--- src/design/ternary_pkg.sv ---
// ====================
// shared sizes, widths and operand types for the ternary matmul engine
// every design file refers to these by scoped names
// ====================

package ternary_pkg;

    // one operand group spans this many cycles, one array column per cycle
    localparam int slices = 4;

    // base-3 digits carried by one 8-bit weight code (3^5 = 243 <= 256)
    localparam int trits_per_byte = 5;

    // array geometry
    localparam int rows = slices * trits_per_byte;
    localparam int cols = slices;
    localparam int cells = rows * cols;

    // datapath widths
    localparam int act_width = 8;
    localparam int acc_width = 17;

    // low bit of the output byte taken from a queue entry
    localparam int out_shift = 8;

    // slice counter, 0 to slices-1
    typedef logic [$clog2(slices)-1:0] slice_idx_t;

    // readout index over all cells, row times cols plus column
    typedef logic [$clog2(cells)-1:0] cell_idx_t;

    // one decoded code
    // bit 4-k holds the weight of digit k
    typedef struct packed {
        logic [trits_per_byte-1:0] zero;
        logic [trits_per_byte-1:0] sign;
    } trit_group_t;

    // row weights of one complete group
    // rows 5s to 5s+4 come from slice s
    typedef struct packed {
        logic [rows-1:0] zero;
        logic [rows-1:0] sign;
    } weight_vec_t;

    // one activation per column, each read back as signed
    typedef logic [cols-1:0][act_width-1:0] act_vec_t;

    // signed accumulator cell
    typedef logic signed [acc_width-1:0] acc_t;

endpackage

--- src/design/operand_staging.sv ---
// ====================
// collects four cycles of decoded weights and activations into one group
// and freezes the completed group for the array while the next one fills
// ====================

`timescale 1ns/1ns

module operand_staging (
    input  logic                      clk,
    input  logic                      reset,
    input  logic                      restart,
    input  ternary_pkg::trit_group_t  group,
    input  logic [7:0]                activation,
    output ternary_pkg::slice_idx_t   slice,
    output ternary_pkg::weight_vec_t  weights,
    output ternary_pkg::act_vec_t     acts
);

    // buffers being filled, one slot per slice
    ternary_pkg::weight_vec_t collect_weights;
    ternary_pkg::act_vec_t    collect_acts;

    // slice counter, wraps naturally at 3
    always_ff @(posedge clk) begin
        if (reset || restart) begin
            slice <= '0;
        end else begin
            slice <= slice + 1'b1;
        end
    end

    // slot s takes rows 5s..5s+4 and column s
    always_ff @(posedge clk) begin
        if (reset) begin
            collect_weights <= '0;
            collect_acts <= '0;
        end else begin
            collect_weights.zero[slice*ternary_pkg::trits_per_byte +: ternary_pkg::trits_per_byte]
                <= group.zero;
            collect_weights.sign[slice*ternary_pkg::trits_per_byte +: ternary_pkg::trits_per_byte]
                <= group.sign;
            collect_acts[slice] <= activation;
        end
    end

    // hand the finished group over at the start of a new one
    // slot 0 of the next group is written at this same edge
    always_ff @(posedge clk) begin
        if (reset) begin
            weights <= '0;
            acts <= '0;
        end else if (slice == '0) begin
            weights <= collect_weights;
            acts <= collect_acts;
        end
    end

endmodule

--- config.mk ---
export PLATFORM = sky130hd
export DESIGN_NAME = operand_staging
export DESIGN_NICKNAME = d
export VERILOG_FILES = /design/src/design/ternary_pkg.sv /design/src/design/operand_staging.sv
export SDC_FILE = /design/constraint.sdc
export NUM_CORES = 1
export LEC_CHECK = 0
export BUFFER_PORTS_ARGS = -buffer_cell sky130_fd_sc_hd__buf_2
export CAP_MARGIN = 25
export CORE_UTILIZATION = 59
export CTS_CLUSTER_DIAMETER = 60
export CTS_CLUSTER_SIZE = 8
export DETAILED_ROUTE_END_ITERATION = 6
export PLACE_DENSITY = 0.81
export SETUP_SLACK_MARGIN = 0.1
export SYNTH_ARGS = -nofsm -noshare
export SYNTH_HDL_FRONTEND = slang
export SYNTH_SLANG_ARGS = --single-unit
--- constraint.sdc ---
create_clock -name clk -period 3.23 [get_ports clk]
set_input_delay 0.323 -clock clk [delete_from_list [all_inputs] [get_ports clk]]
set_output_delay 0.323 -clock clk [all_outputs]
set_load 0.005 [all_outputs]
== Word level (Yosys, flattened, before mapping) ==
Index checks and enable logic that the tools add are counted.
Operators by class
  $add $sub $neg: 2
  multiply operators: 1
  $lt $le $gt $ge: 2
  shift-type cells: 3
  multiplexer cells: 5
  reduce and logical (&&, ||, !) cells: 3
Operators by type and width (number)
  5-bit by 34-bit variable part select with 20-bit output: 2
  20-bit bitwise mux: 2
  5-bit negation with 34-bit output: 1
  5-bit by 34-bit variable shift with 20-bit output, first input constant: 1
  32-bit bitwise mux: 1
  8-bit demux with 2-bit select: 1
  8-bit two-way mux: 1
  2-bit by 3-bit multiplier with 5-bit output, second input constant: 1
  2-bit by 3-bit < comparator with 1-bit output, second input constant: 1
  2-bit by 1-bit adder with 2-bit output, second input constant: 1
  2-bit by 1-bit greater-or-equal comparator with 1-bit output, second input constant: 1
  2-bit logical NOT: 1
  1-bit logical AND: 1
  1-bit logical OR: 1
Word-level totals
  register bits after elaboration: 146
  word-level logic and storage cells: 29

== Depth between registers and ports, before layout ==
  depth after elaboration: 5
  mapped depth: 6

== Worst setup path after synthesis ==
OpenSTA, ideal clock, no wires.
  kind: reg2reg
  from: register slice[0]
  to: register collect_weights[35] (netlist bit)
  library setup time: 0.092 ns
  arrival: 1.428 ns
  required time: 3.138 ns
  setup slack: 1.710 ns
  cell stages (with the launch flop): 6
  clock period less this slack: 1.520 ns
  path through: dfxtp_1 -> inv_1 -> ha_1 -> nand4bb_1 -> buf_2 -> o32ai_1
On the way
  longest elaborated chain between the ends: 4
  elaborated cells between the ends (all ways): 5
  classes of those cells: 1 x add/sub; 1 x mul; 2 x shift; 1 x mux
Ends and longest elaborated chain
  start, declared: line operand_staging.sv:14  | output ternary_pkg::slice_idx_t slice,
  start signal, assigned: line operand_staging.sv:28  | slice <= slice + 1'b1;
  2-bit by 3-bit multiplier with 5-bit output (*): line operand_staging.sv:38  | collect_weights.zero[slice*ternary_pkg::trits_per_byte +: ternary_pkg::trits_per_byte]
  5-bit negation with 34-bit output (*): line operand_staging.sv:38
  5-bit by 34-bit variable part select with 20-bit output / 5-bit by 34-bit variable shift with 20-bit output (equally long branches): line operand_staging.sv:38
  20-bit bitwise mux (*): line operand_staging.sv:38
  end signal, assigned: line operand_staging.sv:35  | collect_weights <= '0;
  end, declared: line operand_staging.sv:20  | ternary_pkg::weight_vec_t collect_weights;
Every way passes the cells marked *; elsewhere a longest branch is shown, timed or not.
A chain may end at the register's enable or synchronous reset.

== Final worst setup path ==
  from: register slice[0]
  to: register collect_weights[31] (netlist bit)
Same word-level chain as after synthesis.

==> flow_summary.json <==
{
  "outcome": "finished, violations left",
  "failed_checks": "DRC",
  "die_area_mm2": 0.00969,
  "effective_utilization_at_floorplan_pct": 62.0,
  "timing.critical_path.to_type": "register",
  "tritoncts": "built",
  "multi_input_area_mm2": 0.00208,
  "synth_area_mm2": 0.00549,
  "grtUsageTotal_pct": 24.6,
  "total_power_uw": 4000,
  "syn_area_per_cell_um2": 11.1,
  "place_ws_ns": 0.923,
  "worstReg2RegEnd": "collect_weights[31]",
  "core_mm2": 0.00885,
  "synthMostInstantiatedCell": "sky130_fd_sc_hd__dfxtp_1",
  "netlist_top_cells_count": "sky130_fd_sc_hd__dfxtp_1 (146), sky130_fd_sc_hd__mux2i_1 (104), sky130_fd_sc_hd__nor2_1 (104)",
  "fin_cells": 697,
  "setup.worst_path.end": "collect_weights[31]",
  "vias_in_the_first_global_route": 3815,
  "postRouteAntennaNets": 0,
  "ff_latch_area_mm2": 0.00292,
  "setup_violations": 0,
  "dr.pass1.iters": 7,
  "timing.reg2reg.setup_slack_ns": 0.86,
  "synthDominantCellAreaShare_pct": 53.3,
  "synthTopCellsByArea": "sky130_fd_sc_hd__dfxtp_1 (53%), sky130_fd_sc_hd__mux2i_1 (19%), sky130_fd_sc_hd__nor2_1 (7.1%)",
  "totalNegativeSetupSlack_ns": 0,
  "wire_per_inst_um": 16.4,
  "drt-vias-per-instance": 5.41,
  "layout_cell_share_with_drive_strength_beyond_1_pct": 23.9,
  "place.port_buffers": 94,
  "timing.critical_path.fanout_max": 19,
  "cp-start-kind": "register",
  "detailed_place_hpwl_mm": 7.09,
  "num_antenna_cells": 0,
  "timing.clock.skew_ns": 0.00686,
  "cts_repair_resize_count": 0,
  "synthArstFlopShare_pct": 0,
  "place.detailed.instances": 665,
  "wire_length_of_the_first_global_routing_pass_mm": 18.7,
  "grt_start_max_net_pins": 88,
  "timing.hold.worst.start": "activation[4]",
  "worstSetupStartpoint": "slice[0]",
  "fin_nets": 603,
  "yosysTopAreaCell": "sky130_fd_sc_hd__dfxtp_1",
  "clk-insertion-delay-late_ns": 0.52,
  "worst-slew-pin-transition_ns": 0.929,
  "fin_ws_ns": 0.865,
  "cts_made_buffers": 17,
  "clockBufferDepth": 2,
  "drt_iter0_drc": 133,
  "synth.lib_cells_used.distinct": 19,
  "startpoint_of_the_lowest_slack_register_to_register_path": "slice[0]",
  "routabilityCongestion": 0.738,
  "cts-htree-levels": 4,
  "maxClockFrequency_ghz": 0.423,
  "finalCritPeriodShare_pct": 73.2,
  "synth.yosys.warnings": 0,
  "critPathArrivalTime_ns": 2.78,
  "path_clk_slew_ns": 0.06,
  "finalWorstPathRequiredPeriod_ns": 2.37,
  "clk_sink_count": 146,
  "synthesis.nets": 519,
  "setup_fix_buffers_added_after_clock_tree_synthesis": 0,
  "num_rows": 34,
  "postSynthRegisterBits": 146,
  "synth_cells": 493,
  "p_per_area_mw_per_mm2": 624,
  "grt_overflow_total": 0,
  "worst_slew_margin_rel_pct": 38.1,
  "cts-root-buf": "sky130_fd_sc_hd__clkbuf_8",
  "maximum_vdd_drop_mv": 0.336,
  "io_pins": 95,
  "syn_to_final_growth_pct": 16.7,
  "grt_antenna_before_repair": 0,
  "sequential_area_share_after_synthesis_pct": 53.3,
  "number_of_enable_type_register_cells_in_the_synthesized_netlist": 0,
  "die_h_um": 98.4,
  "layout.core_utilization_pct": 72.3,
  "finalHoldViolCount": 0,
  "die-width_um": 98.4,
  "report.final.slew_viol_count": 0,
  "rsz0062_at_grt": "no",
  "filler_cells_inserted": 625,
  "criticalPathCategory": "register to register",
  "holdCritPathClass": "input pin to register",
  "detailed_route_via_count": 3771,
  "timing.max_cap.violations": 0,
  "finalWirelength_mm": 11.4,
  "worstPathRequired_ns": 3.64,
  "ys_dominant_reg_cell": "sky130_fd_sc_hd__dfxtp_1",
  "post-route-drc-count": 5,
  "rr_worst_depth": 4,
  "leakage_uw": 0.00300
}
worst min path at each step:
stage                                endpoint  slack [ns]  cells after the start
final                         collect_acts[4]        0.11                      3
after global routing         collect_acts[21]        0.10                      3
after CTS                     collect_acts[4]         0.1                      3
after detailed placement   collect_weights[5]        0.47                      2
after global placement    collect_weights[28]        0.46                      2
after floorplan                      slice[1]        0.40                      1
final cells by class:
type / instances / share of cell area, %
Clock inverter: 9 / 1.64
Clock buffer: 22 / 7.23
Multi-Input combinational cell: 269 / 32.4
Inverter: 42 / 2.46
Timing Repair Buffer: 101 / 8.45
Sequential cell: 146 / 45.7
Tap cell: 108 / 2.11
metal layers:
metal	GRT usage, %	vias up	routed length (um)
met1	30.0	1795	4980
li1	-	1846	-
met4	9.76	0	164
met3	7.45	19	695
met5	0	-	0
met2	41.0	111	5610
registers in the layout, indices dropped and copies added, names as in the netlist:
name / count
acts: 32
collect_acts: 32
collect_weights: 40
slice: 2
weights: 40
power breakdown:
group / internal, uW / switching [uW] / total, uW
combinational: 110 / 153 / 263
clock: 1150 / 713 / 1870
sequential: 1840 / 23.8 / 1870
worst max-delay path, cell delays in order, from the launching register on:
cell	delay (ns)
sky130_fd_sc_hd__dfxtp_1	0.41
sky130_fd_sc_hd__inv_1	0.19
sky130_fd_sc_hd__ha_1	0.80
sky130_fd_sc_hd__nand4bb_1	0.57
sky130_fd_sc_hd__o32ai_1	0.30
cells by family after synthesis:
| logic type | share of synthesized area, % |
|---|---|
| AO/OA/AOI/OAI | 7.96 |
| flip-flops | 53.3 |
| AND/OR/NAND/NOR | 9.53 |
| adder cells (fa/ha/maj) | 1.14 |
| multiplexers | 19.0 |
| buffers and inverters | 9.10 |
stage by stage:
stage / hold slack, ns / instance area [um2]
finish: 0.109 / 6400
global route: 0.104 / 6400
global placement: 0.461 / 5820
CTS: 0.0976 / 6400
floorplan: 0.399 / 5490
detailed placement: 0.471 / 5820
cells in the final DEF, fill, tap and decap left out, drive strengths merged:
cell type / n
mux2i: 104
inv: 43
dfxtp: 146
clkinv: 5
clkbuf: 22
ha: 5
bufinv: 2
nor3: 1
nor2: 104
nor3b: 1
nand4b: 1
nand2b: 10
dlygate4sd3: 1
buf: 100
clkinvlp: 1
nand4bb: 3
o32ai: 40
what timing repair did:
item,CTS,global route
hold endpoints to repair,2,0
setup endpoints to repair,0,0
hold buffers,1,0
Note: power is estimated with default switching activity, not from simulation.
