File: config.mk
export PLATFORM = sky130hd
export DESIGN_NAME = ternary_trit_decoder
export DESIGN_NICKNAME = d
export VERILOG_FILES = /design/src/design/ternary_pkg.sv /design/src/design/ternary_trit_decoder.sv
export SDC_FILE = /design/constraint.sdc
export NUM_CORES = 1
export LEC_CHECK = 0
export ABC_AREA = 1
export BUFFER_PORTS_ARGS = -buffer_cell sky130_fd_sc_hd__clkbuf_2
export CORE_ASPECT_RATIO = 0.75
export CORE_MARGIN = 2
export CORE_UTILIZATION = 55
export DETAILED_ROUTE_END_ITERATION = 10
export GPL_ROUTABILITY_DRIVEN = 0
export GPL_TIMING_DRIVEN = 0
export PLACE_DENSITY_LB_ADDON = 0.1
export SYNTH_ARGS = -nofsm -noshare
export SYNTH_HDL_FRONTEND = slang
export SYNTH_SLANG_ARGS = --single-unit
File: constraint.sdc
create_clock -name vclk -period 15.2
set_input_delay 0.76 -clock vclk [all_inputs]
set_output_delay 0.76 -clock vclk [all_outputs]
set_load 0.005 [all_outputs]
File: src/design/ternary_pkg.sv
// ====================
// shared sizes, widths and operand types for the ternary matmul engine
// every design file refers to these by scoped names
// ====================

package ternary_pkg;

    // one operand group spans this many cycles, one array column per cycle
    localparam int slices = 4;

    // base-3 digits carried by one 8-bit weight code (3^5 = 243 <= 256)
    localparam int trits_per_byte = 5;

    // array geometry
    localparam int rows = slices * trits_per_byte;
    localparam int cols = slices;
    localparam int cells = rows * cols;

    // datapath widths
    localparam int act_width = 8;
    localparam int acc_width = 17;

    // low bit of the output byte taken from a queue entry
    localparam int out_shift = 8;

    // slice counter, 0 to slices-1
    typedef logic [$clog2(slices)-1:0] slice_idx_t;

    // readout index over all cells, row times cols plus column
    typedef logic [$clog2(cells)-1:0] cell_idx_t;

    // one decoded code
    // bit 4-k holds the weight of digit k
    typedef struct packed {
        logic [trits_per_byte-1:0] zero;
        logic [trits_per_byte-1:0] sign;
    } trit_group_t;

    // row weights of one complete group
    // rows 5s to 5s+4 come from slice s
    typedef struct packed {
        logic [rows-1:0] zero;
        logic [rows-1:0] sign;
    } weight_vec_t;

    // one activation per column, each read back as signed
    typedef logic [cols-1:0][act_width-1:0] act_vec_t;

    // signed accumulator cell
    typedef logic signed [acc_width-1:0] acc_t;

endpackage

File: src/design/ternary_trit_decoder.sv
// ====================
// combinational unpacker of one 8-bit code into five ternary weights
// digit 0 -> 0, digit 1 -> +1, digit 2 -> -1; codes past 242 give all +1
// ====================

`timescale 1ns/1ns

module ternary_trit_decoder (
    input  logic [7:0]                packed_weights,
    output ternary_pkg::trit_group_t  weights
);

    // remaining quotient and the digit peeled off in each step
    logic [7:0] rest;
    logic [1:0] digit;

    always_comb begin
        rest = packed_weights;
        digit = '0;
        weights = '0;

        // least significant digit first, it lands in the top weight bit
        for (int k = 0; k < ternary_pkg::trits_per_byte; k++) begin
            digit = 2'(rest % 8'd3);
            rest = rest / 8'd3;
            weights.zero[ternary_pkg::trits_per_byte-1-k] = (digit == 2'd0);
            weights.sign[ternary_pkg::trits_per_byte-1-k] = (digit == 2'd2);
        end

        // out of range codes: no zeros and no negatives, i.e. all +1
        if (int'(packed_weights) >= 3 ** ternary_pkg::trits_per_byte) begin
            weights.zero = '0;
            weights.sign = '0;
        end
    end

endmodule

Word-level counts from Yosys, hierarchy flattened
Index checks and enable logic that the tools add are counted.
{"block": "word_totals", "ff_bits": 0, "elab_cells": 21}
{"block": "classes", "div": 9, "order_cmp": 1, "n_eq_ne": 5, "n_mux": 1, "reduce_logical": 5}
{"cell": "$mod A8 B2 Y8 const B", "count": 5}
{"cell": "$div A8 B2 Y8 const B", "count": 4}
{"cell": "$eq A2 B2 Y1 const B", "count": 5}
{"cell": "$logic_not A2 Y1", "count": 5}
{"cell": "$mux W10", "count": 1}
{"cell": "$ge A8 B8 Y1 const B", "count": 1}

Longest topological paths before layout
Gate-level depths: netlist (run 1).
{"block": "depth", "word_depth": 7, "mapped_depth": 70, "mapped_depth_nobuf": 69}

Worst setup path after synthesis (run 1)
OpenSTA, ideal clock, no wires.
{"block": "synth_path", "path_type": "input port to output port", "from": "in packed_weights[7]", "to": "out weights[0] (netlist name)", "arrival_time_ps": 8089, "required_time_ps": 14440, "slack_ps": 6351, "cell_stages": 68, "n_path_buf": 1, "path_cell_list": "inv_1 > nand3_1 > nand2_1 > ha_1 > inv_1 > o21ai_2 > inv_2 > o21ai_2 > nand3_1 > nand3_4 > nand2_1 > nand2_1 > inv_1 > ha_1 > inv_1 > nand3_2 > nor2_4 > nand2_1 > [... 32 more ...] > o21bai_4 > inv_1 > nand2_1 > o21a_1 > inv_1 > ha_1 > a21oi_1 > nand2_1 > a21oi_2 > nand4_1 > nand3_1 > nand2_1 > ha_1 > inv_1 > nand2_2 > nand2_1 > nand3_1 > nor2_1"}
{"element": "start, declared", "line": "ternary_trit_decoder.sv:9", "source": "input logic [7:0] packed_weights,"}
{"element": "end, declared", "line": "ternary_trit_decoder.sv:10", "source": "output ternary_pkg::trit_group_t weights"}

==> results.py, run 1 <==
metrics = {
    "floorplanning": {
        "ioPinCount": 18,
        "dieHeight_um": 57.2,
        "fp.dieArea_um2": 4290,
        "design.core.area_um2": 3640,
        "rows": 19,
        "start_util_pct": 57.1,
        "die_width_um": 75.0,
    },
    "timing": {
        "finalCritPeriodShare_pct": 67.0,
        "hold_viol": 0,
        "setup_ws_ns": 5.01,
        "fmax_mhz": 98.2,
        "holdWs_ns": 1.98,
        "tns_ns": 0,
        "slew-limit-headroom_pct": 72.9,
        "finalSetupViolCount": 0,
        "worst_pin_slew_ns": 0.404,
        "finalCriticalPeriod_ns": 10.19,
        "slew_viol_final": 0,
        "rsz0062_at_grt": "no",
    },
    "grt": {
        "antenna_found_initial": 0,
        "grt_pass1_wl_um": 7480,
        "overflow": 0,
        "grtUsageTotal_pct": 20.9,
        "grt_max_degree": 11,
        "grt_pass1_vias": 1766,
    },
    "detailed_routing": {
        "viasPerCell": 4.87,
        "vias": 2172,
        "drt_wl_total_um": 4190,
        "first_pass_iters": 4,
        "drt_iter0_drc": 113,
        "detail-route-antenna-nets": 0,
        "wl_per_cell_um": 9.39,
        "drc": 0,
    },
    "pwr": {
        "p_leak_nw": 1.34,
        "p_sw_w": 0.000296,
        "peakVddDrop_mv": 0.186,
        "p_int_w": 0.000190,
        "p_clk_share_pct": 0,
        "powerDensity_nw_per_um2": 218,
        "netSwitchingFraction_pct": 60.8,
        "p_comb_share_pct": 100.0,
        "seqPwrFrac_pct": 0,
    },
    "critical_path": {
        "cp_data_required_time_ns": 14.44,
        "cp_slowest_cell": "o21ai_2",
        "critical_path_class": "in -> out",
        "arrival_ns": 9.43,
        "crit_fanout": 10,
        "max_stage_delay_ns": 0.27,
        "cp-end-kind": "output pin",
        "cp_common_cell": "inv_1",
        "start_kind": "primary input",
    },
    "finish": {
        "final_common_cell": "nand2_1",
        "insertedDiodeCount": 0,
        "final_cell_area_um2": 2230,
        "seq_cells": 0,
        "drive_gt1_share_pct": 22.3,
        "final_nets": 426,
        "syn_to_final_growth_pct": 7.47,
        "nClkBuffers": 0,
        "regArea_um2": 0,
        "final_cell_mix": "104 x nand2_1, 59 x inv_1, 44 x nand3_1",
    },
    "logic_synthesis": {
        "yosysTopAreaCell": "nand2_1",
        "syn_inst": 376,
        "yosysTopAreaCellShare_pct": 18.8,
        "syn_area_per_cell_um2": 5.53,
        "syn_area_um2": 2080,
        "ys_warn_count": 0,
        "ys_seq_area_share_pct": 0,
        "ys_types": 35,
        "yosys-top-cells-area": "nand2_1 19%, ha_1 13%, inv_1 11%",
        "synth.net_count": 406,
    },
    "placement": {
        "dpl_cell_area_um2": 2230,
        "dp_slack_ns": 5.10,
        "place_hpwl_um": 3720,
        "io_buffer_count": 18,
    },
    "cts": {
        "post_cts_resized": 0,
        "ctsHoldBuffers": 0,
        "post-cts-setup-buffer-count": 0,
    },
    "status": {
        "outcome": "finished, final reports clean",
    },
    "min_path": {
        "hp-class": "in -> out",
    },
    "flow_run": {
        "cap_violations": 0,
    },
}
-- cells in the mapped netlist, types with 4 or more instances --
master	instances
nand2_1	104
inv_1	59
nand3_1	44
nor2_1	36
ha_1	22
nand2_2	18
inv_2	12
nand4_1	10
nor2_4	8
nor2_2	6
o21a_1	6
o21ai_0	6
nand3_2	5
a21oi_1	4
or2_2	4
xor2_1	4
-- logic make-up (layout without fill, tap and decap cells) --
family,Yosys count,after routing,share of synthesized area [%]
buf+inv,75,93,13.9
xor+xnor,6,6,2.89
fa+ha+maj,22,22,13.2
compound gates,28,28,9.81
simple gates,245,245,60.1
-- path summary, 6_finish.rpt --
check	start	end	slack, ns	cells after the start
max	packed_weights[7]	weights[0]	5.01	70
min	packed_weights[0]	weights[4]	1.98	5
-- metrics by stage --
stage / power, W / instances / utilization, %
global placement: 0.000474 / 446 / 61.4
floorplan: 0.000373 / 376 / -
CTS: 0.000486 / 446 / 61.4
finish: 0.000486 / 446 / 61.4
detailed placement: 0.000484 / 446 / 61.4
global route: 0.000563 / 446 / 61.4
-- critical path: cells and delay by family --
family | cells | cell delay (ns)
XOR/XNOR | 2 | 0.29
buffers and inverters | 17 | 1.60
AO/OA/AOI/OAI | 7 | 1.32
adder cells (fa/ha/maj) | 9 | 1.72
AND/OR/NAND/NOR | 35 | 3.73
-- power groups by stage --
| stage | Combinational, W | Sequential, W | Clock, W |
|---|---|---|---|
| after floorplan | 0.000373 | 0 | 0 |
| after global placement | 0.000474 | 0 | 0 |
| after detailed placement | 0.000484 | 0 | 0 |
| after CTS | 0.000486 | 0 | 0 |
| after global routing | 0.000563 | 0 | 0 |
| final | 0.000486 | 0 | 0 |
-- cell type report --
| class | instances | area [um^2] |
|---|---|---|
| Fill cell | 386 | 1400 |
| Timing Repair Buffer | 18 | 90.1 |
| Buffer | 2 | 15.0 |
| Multi-Input combinational cell | 301 | 1790 |
| Inverter | 73 | 274 |
| Tap cell | 52 | 65.1 |
-- routing by layer --
| metal | vias to the layer above | wire length (um) | global-route usage, % |
|---|---|---|---|
| li1 | 1233 | - | - |
| met1 | 912 | 2640 | 36.6 |
| met2 | 27 | 1480 | 29.8 |
| met3 | 0 | 64 | 0 |
| met4 | 0 | 0 | 0 |
| met5 | - | 0 | 0 |
Note: power is estimated with default switching activity, not from simulation.
==> inputs of run 2 (changes only) <==
==> constraint.sdc (replaced) <==
create_clock -name vclk -period 9.61
set_input_delay 0.4805 -clock vclk [all_inputs]
set_output_delay 0.4805 -clock vclk [all_outputs]
set_load 0.005 [all_outputs]
==> run 2 against run 1 <==
Net effect:
- critical path depth did not move
- global-route usage did not move
- first-iteration DRC count fell by 13%
- clock-buffer cell count did not move
==> results.py, run 2 (synthesis gave the netlist of run 1 again) <==
metrics = {
    "finish": {
        "drive_gt1_share_pct": 28.7,
        "nClkBuffers": 0,
        "seq_cells": 0,
        "regArea_um2": 0,
        "final_nets": 440,
        "syn_to_final_growth_pct": 17.0,
        "fin_cells": 460,
        "final_common_cell": "nand2_1",
        "final_cell_mix": "102 x nand2_1, 54 x inv_1, 40 x nand3_1",
        "insertedDiodeCount": 0,
    },
    "pwr": {
        "p_leak_nw": 1.42,
        "peakVddDrop_mv": 0.320,
        "powerDensity_nw_per_um2": 347,
    },
    "floorplanning": {
        "start_util_pct": 57.1,
        "rows": 19,
        "die_width_um": 75.0,
        "fp.dieArea_um2": 4290,
        "design.core.area_um2": 3640,
        "dieHeight_um": 57.2,
        "ioPinCount": 18,
    },
    "timing": {
        "fmax_mhz": 112,
        "tns_ns": 0,
        "slew_viol_final": 0,
        "finalCriticalPeriod_ns": 8.93,
        "hold_viol": 0,
        "finalSetupViolCount": 0,
        "finalCritPeriodShare_pct": 92.9,
        "slew-limit-headroom_pct": 75.9,
        "worst_pin_slew_ns": 0.352,
    },
    "placement": {
        "io_buffer_count": 18,
        "place_hpwl_um": 3720,
        "placedCellCount": 446,
    },
    "critical_path": {
        "cp-end-kind": "output pin",
        "cp_common_cell": "nand2_1",
        "cp_slowest_cell": "o21bai_4",
        "arrival_ns": 8.45,
        "max_stage_delay_ns": 0.21,
        "crit_fanout": 6,
        "start_kind": "primary input",
        "critical_path_class": "in -> out",
        "cp_data_required_time_ns": 9.13,
    },
    "min_path": {
        "hold_end": "weights[4]",
        "holdCritStartpoint": "packed_weights[0]",
        "hold_path_depth": 5,
        "hp-class": "in -> out",
    },
    "detailed_routing": {
        "drt_iter0_drc": 98,
        "first_pass_iters": 4,
        "viasPerCell": 4.84,
        "drt_wl_total_um": 4560,
        "wl_per_cell_um": 9.92,
        "vias": 2227,
        "drc": 0,
        "detail-route-antenna-nets": 0,
    },
    "grt": {
        "antenna_found_initial": 0,
        "grt_pass1_wl_um": 7480,
        "grt_max_degree": 11,
        "grtUsageTotal_pct": 20.9,
        "overflow": 0,
        "grt_pass1_vias": 1766,
    },
    "status": {
        "outcome": "finished, final reports clean",
    },
    "flow_run": {
        "cap_violations": 0,
    },
    "cts": {
        "ctsHoldBuffers": 0,
    },
}
## run 2: where the power goes
part | internal (W) | switching [W] | leakage [nW]
clock | 0 | 0 | 0
sequential | 0 | 0 | 0
combinational | 0.000350 | 0.000493 | 1.42
total | 0.000350 | 0.000493 | 1.42
## run 2: worst max-delay path by stage
stage | slack, ns | from | end | cells after the start
after floorplan | 1.32 | packed_weights[7] | weights[0] | 68
after global placement | 0.22 | packed_weights[7] | weights[0] | 70
after detailed placement | 0.07 | packed_weights[7] | weights[0] | 70
after CTS | 0.009 | packed_weights[7] | weights[0] | 70
after global routing | -0.06 | packed_weights[7] | weights[0] | 71
final | 0.68 | packed_weights[7] | weights[0] | 70
## run 2: critical path: cells and delay by family
kind	cells	cell delay [ns]
xor+xnor	2	0.26
buf+inv	17	1.38
compound gates	7	1.18
simple gates	35	3.38
fa+ha+maj	9	1.71
## run 2: cell type report
class | count | area (um^2)
Buffer | 2 | 18.8
Inverter | 73 | 277
Tap cell | 52 | 65.1
Multi-Input combinational cell | 301 | 1880
Fill cell | 367 | 1210
Timing Repair Buffer | 32 | 195
## run 2: metrics by stage
step                worst slack [ns]  total power [W]  cell area, um^2  hold slack (ns)  util, %
floorplan                       1.32         0.000591             2080             1.13        -
global placement               0.219         0.000750             2230             1.39     61.4
detailed placement            0.0719         0.000766             2230             1.41     61.4
CTS                          0.00907         0.000769             2230             1.42     61.4
global route                 -0.0582         0.000966             2430             1.50     66.8
finish                         0.683         0.000844             2430             1.43     66.8
## run 2: metal layers
metal	vias to the layer above	GRT usage (%)	share of wire [%]
met4	0	0	0
met1	948	36.6	59
met3	0	0	1.2
met5	-	0	0
met2	19	29.8	39
li1	1260	-	-
## run 2: timing repair
item,in CTS,in global routing
buffers inserted,0,14
setup endpoints to repair,0,4
endpoints found under the hold margin,0,0
resized for setup,0,24
