--- config.mk ---
export PLATFORM = sky130hd
export DESIGN_NAME = result_queue
export DESIGN_NICKNAME = d
export VERILOG_FILES = /design/src/design/ternary_pkg.sv /design/src/design/result_queue.sv
export SDC_FILE = /design/constraint.sdc
export NUM_CORES = 1
export LEC_CHECK = 0
export BUFFER_PORTS_ARGS = -buffer_cell sky130_fd_sc_hd__buf_2
export CORE_AREA = 3 3 536 538
export DETAILED_ROUTE_END_ITERATION = 6
export DIE_AREA = 0 0 539 541
export PLACE_DENSITY_LB_ADDON = 0.08
export SETUP_SLACK_MARGIN = 0.15
export SLEW_MARGIN = 5
export SYNTH_ARGS = -nofsm -noshare
export SYNTH_HDL_FRONTEND = slang
export SYNTH_SLANG_ARGS = --single-unit
export TNS_END_PERCENT = 30
--- constraint.sdc ---
create_clock -name clk -period 11.8 [get_ports clk]
set_input_delay 1.77 -clock clk [delete_from_list [all_inputs] [get_ports clk]]
set_output_delay 1.77 -clock clk [all_outputs]
set_load 0.01 [all_outputs]
--- src/design/ternary_pkg.sv ---
// ====================
// shared sizes, widths and operand types for the ternary matmul engine
// every design file refers to these by scoped names
// ====================

package ternary_pkg;

    // one operand group spans this many cycles, one array column per cycle
    localparam int slices = 4;

    // base-3 digits carried by one 8-bit weight code (3^5 = 243 <= 256)
    localparam int trits_per_byte = 5;

    // array geometry
    localparam int rows = slices * trits_per_byte;
    localparam int cols = slices;
    localparam int cells = rows * cols;

    // datapath widths
    localparam int act_width = 8;
    localparam int acc_width = 17;

    // low bit of the output byte taken from a queue entry
    localparam int out_shift = 8;

    // slice counter, 0 to slices-1
    typedef logic [$clog2(slices)-1:0] slice_idx_t;

    // readout index over all cells, row times cols plus column
    typedef logic [$clog2(cells)-1:0] cell_idx_t;

    // one decoded code
    // bit 4-k holds the weight of digit k
    typedef struct packed {
        logic [trits_per_byte-1:0] zero;
        logic [trits_per_byte-1:0] sign;
    } trit_group_t;

    // row weights of one complete group
    // rows 5s to 5s+4 come from slice s
    typedef struct packed {
        logic [rows-1:0] zero;
        logic [rows-1:0] sign;
    } weight_vec_t;

    // one activation per column, each read back as signed
    typedef logic [cols-1:0][act_width-1:0] act_vec_t;

    // signed accumulator cell
    typedef logic signed [acc_width-1:0] acc_t;

endpackage

--- src/design/result_queue.sv ---
// ====================
// snapshot of all accumulators, streamed out one entry per cycle
// result is bits 15:8 of the entry under the wrapping read index
// ====================

`timescale 1ns/1ns

module result_queue (
    input  logic               clk,
    input  logic               reset,
    input  logic               snapshot,
    input  ternary_pkg::acc_t  next_values [ternary_pkg::cells],
    output logic [7:0]         result
);

    ternary_pkg::acc_t     entries [ternary_pkg::cells];
    ternary_pkg::cell_idx_t index;

    // captured values include the update made in the snapshot cycle
    always_ff @(posedge clk) begin
        for (int n = 0; n < ternary_pkg::cells; n++) begin
            if (reset) begin
                entries[n] <= '0;
            end else if (snapshot) begin
                entries[n] <= next_values[n];
            end
        end
    end

    // read index, restarts at the snapshot and wraps after the last cell
    always_ff @(posedge clk) begin
        if (reset || snapshot) begin
            index <= '0;
        end else if (index == ternary_pkg::cell_idx_t'(ternary_pkg::cells - 1)) begin
            index <= '0;
        end else begin
            index <= index + 1'b1;
        end
    end

    assign result = entries[index][ternary_pkg::out_shift +: 8];

endmodule

== Word-level counts from Yosys, hierarchy flattened ==
Memories as Yosys holds them, arrays and structs flattened. A register that Yosys moved wholly into a read port is not among the register bits.
Index checks and enable logic that the tools add are counted.

* Eq/ne operators: 1
* Bitwise gates (word level): 80
* Reductions and logical operators: 2
* $add $sub $neg: 1
* Multiplexer cells: 86

{| class="wikitable"
|+ Operator list
! operator !! count
|-
| 17-bit two-way mux || 80
|-
| 1-bit bitwise OR || 80
|-
| 7-bit by 1-bit adder with 7-bit output (second input constant) || 1
|-
| 7-bit == test (second input constant) || 1
|-
| 7-bit two-way mux || 1
|-
| 1-bit two-way mux || 5
|-
| 2-bit OR reduction || 1
|-
| 1-bit logical OR || 1
|}

* Bits in registers: 7
* Memories: 1
* Logic and storage cells: 172
* RAM bits: 1360
* Output and inout port bits: 8

{| class="wikitable"
|+ Memory list
! memory !! depth !! width !! rd ports !! clocked after memory_dff !! wr ports !! line !! source
|-
| entries || 80 || 17 || 1 || 1 || 80 || result_queue.sv:16 || <nowiki>ternary_pkg::acc_t entries [ternary_pkg::cells];</nowiki>
|}

== Longest topological paths before layout ==
Gate-level depths: netlist of run 1.

* Depth in word-level cells: 4
* Depth in mapped cells: 10
* Gate-level depth less buffers: 5

== Worst setup path after synthesis of run 1 ==
No wires, ideal clock.

* Path type: input -> register
* Start: input reset
* End: memory entries[0][10] in the netlist's numbering (enable)
* Library setup time: 746 ps
* Data arrival time: 9421 ps
* Path buffers: 0
* Cell stages on the path: 1
* Path slack: 1632 ps
* Cells stage by stage: or2_2

{| class="wikitable"
|+ RTL lines
! item !! line !! source
|-
| start: declaration || result_queue.sv:10 || <nowiki>input logic reset,</nowiki>
|-
| end: declaration || result_queue.sv:16 ||
|}

==> results of run 1 <==
logic make-up after synthesis:
logic type	Yosys count	synth area share [%]
flip-flops	647	66.4
AND/OR/NAND/NOR	701	14.8
XOR/XNOR	4	0.120
buffers and inverters	133	2.30
adder cells (fa/ha/maj)	1	0.0429
AO/OA/AOI/OAI	99	2.55
multiplexers	227	13.8
worst paths after layout:
path             from        end  slack, ns  depth (start not counted)
max          index[1]  result[4]       5.15                          8
min reg2reg  index[0]   index[0]       0.71                          1
min          index[0]   index[0]       0.71                          1
max reg2reg  index[2]   index[6]       9.54                          6
power breakdown:
| part | internal (mW) | total [mW] | switching, mW |
|---|---|---|---|
| clock | 1.63 | 2.80 | 1.17 |
| sequential | 2.73 | 2.78 | 0.0527 |
| combinational | 0.235 | 0.529 | 0.293 |
| total | 4.60 | 6.11 | 1.51 |
state kept, by name, summed over array words and instances (netlist names):
| register | count |
|---|---|
| index | 7 |
| entries | 640 |
Yosys cell counts (5+ instances only):
master	instances
mux2_2	8
and2_1	643
a31oi_1	6
edfxtp_1	640
buf_2	21
o22ai_1	7
o21ai_0	7
dfxtp_1	7
o221ai_1	6
a21oi_1	17
mux4_2	134
mux2i_1	81
clkbuf_1	83
nor2_1	24
nand2_1	11
buf_4	5
buf_6	10
o32a_1	5
a211oi_1	10
a221oi_1	7
a22oi_1	10
nor2b_1	12
critical path: cells and delay by family, from the launching register on:
family / cells / cell delay (ns)
compound gates: 4 / 1.12
buf+inv: 3 / 1.42
flops: 1 / 0.66
simple gates: 1 / 0.82
per-layer routing:
| layer | global-route usage (%) | share of wire, % | up-vias |
|---|---|---|---|
| met1 | 12.2 | 44 | 8906 |
| li1 | - | - | 8164 |
| met4 | 2.52 | 3.0 | 106 |
| met2 | 14.4 | 42 | 856 |
| met3 | 4.75 | 11 | 349 |
| met5 | 0 | 0.47 | - |
area by class of cell:
cell class              instances  area, um^2  share of cell area (%)
diodes                         45         113                   0.282
clock buffers                 126        2560                    6.41
clock inverters                51         462                    1.16
inverters                       6        22.5                  0.0565
multi-input cells            1032        9130                    22.9
flip-flops and latches        647       19400                    48.6
well taps                    3743        4680                    11.7
repair buffers                680        3550                    8.91
==> results.json, run 1 <==
{
  "fmax_ghz": 0.150,
  "synth_edf_count": 640,
  "drt_iter0_markers": 891,
  "cp_max_fo": 30,
  "port_buffers": 650,
  "slew_headroom_pct": 14.5,
  "yosysUniqueCellTypes": 49,
  "worstMarginPinSlew_ns": 1.28,
  "cts.hold.buffers_added": 0,
  "cts_setup_buffers": 0,
  "overflow": 0,
  "timing.clock.skew_ns": 0.00667,
  "cts.sinks": 647,
  "drt-total-wl_um": 143000,
  "synth-seq-cells": 647,
  "clockBufferDepth": 3,
  "finish.instance_area_um2": 39900,
  "ir_drop_mv": 0.104,
  "avgSynthCellArea_um2": 16.1,
  "vias": 18381,
  "holdCritPathClass": "flop to flop",
  "drv_cap": 0,
  "dp_hpwl_um": 108000,
  "tritoncts": "built",
  "critPathLaunchType": "flop",
  "placedCellCount": 6108,
  "yosysTopAreaCell": "edfxtp_1",
  "yosysTopAreaCellShare_pct": 66.0,
  "leakage_nw": 14.3,
  "die_h_um": 541,
  "whs_ns": 0.710,
  "outcome": "completed",
  "fillers": 31661,
  "setup_tns_ns": 0,
  "final_max_slew_viol_count": 0,
  "final_common_cell": "buf_2",
  "finalWeightedCongestion": 0.717,
  "synthFlopType": "edfxtp_1",
  "final_cells": 6330,
  "netlist_instances": 1812,
  "die_x_um": 539,
  "drt-pass1-iter-count": 5,
  "clockRootBuffer": "clkbuf_16",
  "worst_ep_required_time_ns": 10.03,
  "synth_nets": 3176,
  "power_mw": 6.11,
  "cp_slowest_cell": "nor2b_2",
  "async_reset_ff_share_pct": 0,
  "crit_chain": "buf_4, buf_4, nor2b_2, a22oi_1, a31oi_1, o21ai_0, o32a_1, buf_2",
  "crit_type": "flop to output port",
  "antenna_found_initial": 211,
  "antenna_left": 0,
  "die_area_um2": 292000,
  "pre_cts_slack_ns": 5.40,
  "final_nets": 3828,
  "layout_setup_ws_ns": 5.15,
  "setup_viol": 0,
  "grt_max_degree": 221,
  "cts_made_buffers": 97,
  "clkLatencyLatePin_ns": 0.70,
  "rows": 195,
  "drive_above_1_share_pct": 37.7,
  "final_cell_mix": "650 x buf_2, 643 x and2_1, 640 x edfxtp_1",
  "synth_area_leaders": "edfxtp_1 66%, and2_1 14%, mux4_2 10%, mux2i_1 2.8%, clkbuf_1 1.1%",
  "yosysSeqAreaShare_pct": 66.4,
  "arrival_ns": 4.88,
  "core_area_um2": 283000,
  "placed_cell_area_um2": 36800,
  "ys_warn_count": 0,
  "via_per_inst": 2.90,
  "route.detailed.drc": 0,
  "period_share_pct": 56.4,
  "cts_max_level": 3,
  "clk_pin_slew_ns": 0.05,
  "cp_slowest_stage_delay_ns": 0.82,
  "fin_crit_ns": 6.65,
  "io_pins": 1371,
  "cts_resized": 0,
  "routedWlPerCell_um": 22.7,
  "endpoint_kind": "output port",
  "grt_pass1_wl_um": 189000,
  "grt_setup_unrepaired": "false",
  "area_growth_pct": 36.9,
  "final_util_pct": 14.1,
  "grt.total_usage_pct": 9.61,
  "hold_violations": 0,
  "path_common_cell": "buf_4",
  "start_util_pct": 10.3,
  "powerDensity_nw_per_um2": 153,
  "grt_pass1_vias": 20186,
  "syn_area_um2": 29100
}
No activity file was read; power rests on OpenSTA's default activity.
==> inputs of run 2 (changes only) <==
==> constraint.sdc (replaced) <==
create_clock -name clk -period 5.48 [get_ports clk]
set_input_delay 0.822 -clock clk [delete_from_list [all_inputs] [get_ports clk]]
set_output_delay 0.822 -clock clk [all_outputs]
set_load 0.01 [all_outputs]
==> run 2 against run 1 <==
Register-to-register slack lost 6.5 ns; final area grew 0.36%; hold slack lost 0.31 ns; non-clock buffer count grew 29; die area is the same; clock power grew 110%; critical path type unchanged; critical endpoint is now result[5]; largest cell class unchanged.
==> results.json, run 2 (synthesis gave the netlist of run 1 again) <==
{
  "outcome": "completed",
  "cts_made_buffers": 92,
  "power.internal_mw": 9.74,
  "arrival_ns": 4.00,
  "port_buffers": 650,
  "tritoncts": "built",
  "die_area_um2": 292000,
  "top_register": "entries",
  "holdCritPathClass": "input pin to flop",
  "timing.clock.skew_ns": 0.00859,
  "power_mw": 12.9,
  "via_per_inst": 2.93,
  "final_max_slew_viol_count": 0,
  "vias": 18563,
  "clockRootBuffer": "clkbuf_16",
  "antenna_found_initial": 210,
  "io_pins": 1371,
  "drt-total-wl_um": 146000,
  "clkLatencyLatePin_ns": 0.69,
  "setup_viol": 0,
  "ir_drop_mv": 0.194,
  "antenna_left": 0,
  "min_path_cells": 2,
  "grt_max_degree": 188,
  "routedWlPerCell_um": 23.0,
  "drt_iter0_markers": 975,
  "r2r_cells": 7,
  "cts_setup_buffers": 0,
  "drive_above_1_share_pct": 38.4,
  "clk_pin_slew_ns": 0.05,
  "overflow": 0,
  "r2r_setup_slack_ns": 3.02,
  "largest_reg_flops": 640,
  "drt-pass1-iter-count": 5,
  "crit_type": "flop to output port",
  "leakage_nw": 14.4,
  "grt_setup_unrepaired": "false",
  "layout_setup_ws_ns": 0.656,
  "cts.sinks": 647,
  "hold_violations": 0,
  "slew_headroom_pct": 23.9,
  "combPwrFrac_pct": 9.1,
  "cp_max_fo": 31,
  "route.detailed.drc": 0,
  "placed_cell_area_um2": 37100,
  "final_nets": 3852,
  "hold_path_end": "entries[43][15]",
  "powerDensity_nw_per_um2": 322,
  "cts_max_level": 3,
  "grt.total_usage_pct": 9.77,
  "die_h_um": 541,
  "hp-start": "next_values[627]",
  "critPathLaunchType": "flop",
  "cts_resized": 0,
  "core_area_um2": 283000,
  "die_x_um": 539,
  "dp_hpwl_um": 113000,
  "area_growth_pct": 37.4,
  "largestRegisters": "entries x640, index x7",
  "final_cell_mix": "650 x buf_2, 643 x and2_1, 640 x edfxtp_1",
  "start_util_pct": 10.3,
  "switching_share_pct": 24.6,
  "fmax_ghz": 0.207,
  "cts.hold.buffers_added": 0,
  "endpoint_kind": "output port",
  "clockBufferDepth": 3,
  "period_share_pct": 88.0,
  "r2r-start": "index[2]",
  "pwr-share-clk_pct": 44.5,
  "switching_power_mw": 3.17,
  "grt_pass1_wl_um": 192000,
  "whs_ns": 0.401,
  "final_common_cell": "buf_2",
  "finalWeightedCongestion": 0.728,
  "pre_cts_slack_ns": 0.994,
  "worstMarginPinSlew_ns": 1.14,
  "finish.instance_area_um2": 40000,
  "power_frac_seq_pct": 46.4,
  "worst_ep_required_time_ns": 4.66,
  "rows": 195,
  "grt_pass1_vias": 20325,
  "fin_crit_ns": 4.82,
  "drv_cap": 0,
  "rr_endpoint": "index[6]"
}
==> run 2: metal layers <==
| layer | track usage, % | up-vias | wire (um) |
|---|---|---|---|
| met1 | 12.6 | 9068 | 63700 |
| met4 | 2.67 | 84 | 4440 |
| li1 | - | 8219 | - |
| met5 | 0 | - | 544 |
| met2 | 14.6 | 870 | 61900 |
| met3 | 4.40 | 322 | 15200 |
==> run 2: worst max-delay path by stage <==
stage	slack (ns)	to	cells after the start	startpoint
finish	0.66	result[5]	8	index[1]
CTS	0.18	result[5]	8	index[1]
detailed placement	0.99	result[5]	8	index[1]
floorplan	-0.44	entries[0][10]	1	reset
global placement	0.98	result[5]	8	index[1]
global route	0.22	result[5]	8	index[1]
==> run 2: layout make-up <==
class	instances	area [um^2]
fillers	31658	243000
multi-input cells	1032	9130
clock buffers	118	2460
flip-flops and latches	647	19400
inverters	6	22.5
well taps	3743	4680
clock inverters	46	353
diodes	42	105
repair buffers	709	3910
==> run 2: power groups by stage <==
stage	registers (mW)	logic [mW]	clock network (mW)
finish	5.99	1.17	5.74
global placement	6.09	1.26	0
detailed placement	6.10	1.26	0
CTS	6.00	1.26	6.10
floorplan	6.06	0.565	0
global route	6.03	1.31	6.24
==> run 2: worst max-delay path, cell delays in order (launching register included) <==
cell	delay [ns]
dfxtp_4	0.85
buf_12	0.34
buf_4	0.40
mux4_2	0.38
mux2i_1	0.35
buf_4	0.21
o32ai_1	0.07
o32a_1	0.38
buf_2	0.19
==> run 2: stage by stage <==
stage | util [%] | instances | setup TNS [ns]
2_1_floorplan | - | 1812 | -281.68
3_3_place_gp | 13.1 | 6136 | 0
3_5_place_dp | 13.1 | 6136 | 0
4_1_cts | 14.1 | 6300 | 0
5_1_grt | 14.1 | 6306 | 0
6_report | 14.2 | 6343 | 0
==> inputs of run 3 (changes only) <==
--- a/config.mk
+++ b/config.mk
@@ -9,7 +9,7 @@
 export CORE_AREA = 3 3 536 538
 export DETAILED_ROUTE_END_ITERATION = 6
 export DIE_AREA = 0 0 539 541
-export PLACE_DENSITY_LB_ADDON = 0.08
+export PLACE_DENSITY = 0.3
 export SETUP_SLACK_MARGIN = 0.15
 export SLEW_MARGIN = 5
 export SYNTH_ARGS = -nofsm -noshare
==> run 3 against run 2 <==
Sequential power barely moved; via count down 2.4%; clock power increased by 0.9%; cell count decreased by 0.28%; setup slack worse by 0.11 ns; combinational power barely moved; die area unchanged; register-to-register slack worse by 0.04 ns; count of clock-buffer cells in the layout is 1 lower; power up 0.24%; sequential cell count unchanged; maximum frequency shrank 2.2%; largest cell class unchanged; highest routed layer unchanged.
==> results.json, run 3 (synthesis gave the netlist of run 1 again) <==
{
  "ir_drop_mv": 0.188,
  "antenna_left": 0,
  "arrival_ns": 4.11,
  "grt.total_usage_pct": 8.88,
  "grt_max_degree": 213,
  "hp-start": "next_values[776]",
  "drt-pass1-iter-count": 5,
  "startpoint": "index[0]",
  "grt_setup_unrepaired": "false",
  "cp_max_fo": 16,
  "leakage_nw": 14.4,
  "final_max_slew_viol_count": 0,
  "drv_cap": 0,
  "clkLatencyLatePin_ns": 0.77,
  "grt_pass1_wl_um": 176000,
  "period_share_pct": 90.1,
  "clk_pin_slew_ns": 0.08,
  "clockRootBuffer": "clkbuf_16",
  "dp_hpwl_um": 102000,
  "overflow": 0,
  "core_area_um2": 283000,
  "cts_made_buffers": 94,
  "largest_reg_flops": 640,
  "setup_viol": 0,
  "routedWlPerCell_um": 21.0,
  "timing.clock.skew_ns": 0.0302,
  "drive_above_1_share_pct": 38.2,
  "holdCritPathClass": "input pin to flop",
  "antenna_found_initial": 156,
  "fmax_ghz": 0.203,
  "die_h_um": 541,
  "final_common_cell": "buf_2",
  "fin_crit_ns": 4.93,
  "finalWeightedCongestion": 0.716,
  "die_x_um": 539,
  "hold_violations": 0,
  "endpoint_kind": "output port",
  "tritoncts": "built",
  "powerDensity_nw_per_um2": 324,
  "rows": 195,
  "grt_pass1_vias": 19511,
  "route.detailed.drc": 0,
  "worstMarginPinSlew_ns": 1.08,
  "vias": 18118,
  "drt_iter0_markers": 1040,
  "cts_resized": 0,
  "power_mw": 12.9,
  "drt-total-wl_um": 133000,
  "io_pins": 1371,
  "final_cell_mix": "650 x buf_2, 643 x and2_1, 640 x edfxtp_1",
  "cts.hold.buffers_added": 0,
  "cts.sinks": 647,
  "r2r-start": "index[2]",
  "final_util_pct": 14.1,
  "cts_setup_buffers": 0,
  "top_register": "entries",
  "area.sequential_um2": 19400,
  "port_buffers": 650,
  "slew_headroom_pct": 28.0,
  "clockBufferDepth": 4,
  "crit_type": "flop to output port",
  "largestRegisters": "entries x640, index x7",
  "multi_input_comb_area_um2": 9120,
  "start_util_pct": 10.3,
  "final_nets": 3846,
  "die_area_um2": 292000,
  "via_per_inst": 2.86,
  "worst_ep_required_time_ns": 4.66,
  "cts_max_level": 3,
  "fillers": 31661,
  "critPathLaunchType": "flop",
  "r2r_setup_slack_ns": 2.98,
  "outcome": "completed",
  "area_growth_pct": 37.1
}
[run 3: cell count changes in the layout (fill, tap and decap cells not counted), moves of 3 or more]
cell and delta:
clkinv_2 -6, buf_4 -8, diode_2 -6, inv_6 +3, clkinv_1 -3
[run 3: worst paths after layout]
kind	end	cells after the start
setup / recovery	result[2]	7
hold / removal	entries[34][11]	2
setup reg to reg	index[6]	6
hold reg to reg	index[6]	2
[run 3: power breakdown]
group | internal [mW] | leakage [nW] | total, mW | switching [mW]
logic | 0.528 | 6.07 | 1.17 | 0.638
clock network | 3.38 | 1.36 | 5.79 | 2.41
registers | 5.87 | 6.94 | 5.98 | 0.113
total | 9.78 | 14.4 | 12.9 | 3.16
[run 3: final cells by class]
type,count,share of cell area [%]
clock buffers,117,6.10
flip-flops and latches,647,48.5
multi-input cells,1032,22.8
inverters,6,0.0564
well taps,3743,11.7
diodes,36,0.225
clock inverters,43,0.971
repair buffers,701,9.63
[run 3: worst max-delay path, stage by stage (launching register included)]
cell and delay [ns]:
dfxtp_4 0.67, buf_12 0.25, mux4_1 0.60, mux2i_1 0.54
o22ai_1 0.26, a311o_1 0.44, o32a_1 0.35, buf_2 0.20
[run 3: metal layers]
metal	GRT usage, %	vias up	share of wire (%)
li1	-	8178	-
met1	11.1	8770	42
met2	14.4	798	46
met3	3.05	320	8.5
met4	2.57	52	3.1
met5	0	-	0.26
[run 3: through the flow]
step	instance area [um^2]	setup WS [ns]	hold WS [ns]	instances	TNS, ns
2_1_floorplan	29100	-0.436	0.592	1812	-281.68
3_3_place_gp	37000	1.13	0.598	6129	0
5_1_grt	39900	0.277	0.235	6294	0
4_1_cts	39900	0.267	0.195	6289	0
6_report	40000	0.545	0.309	6325	0
3_5_place_dp	37000	1.13	0.593	6129	0
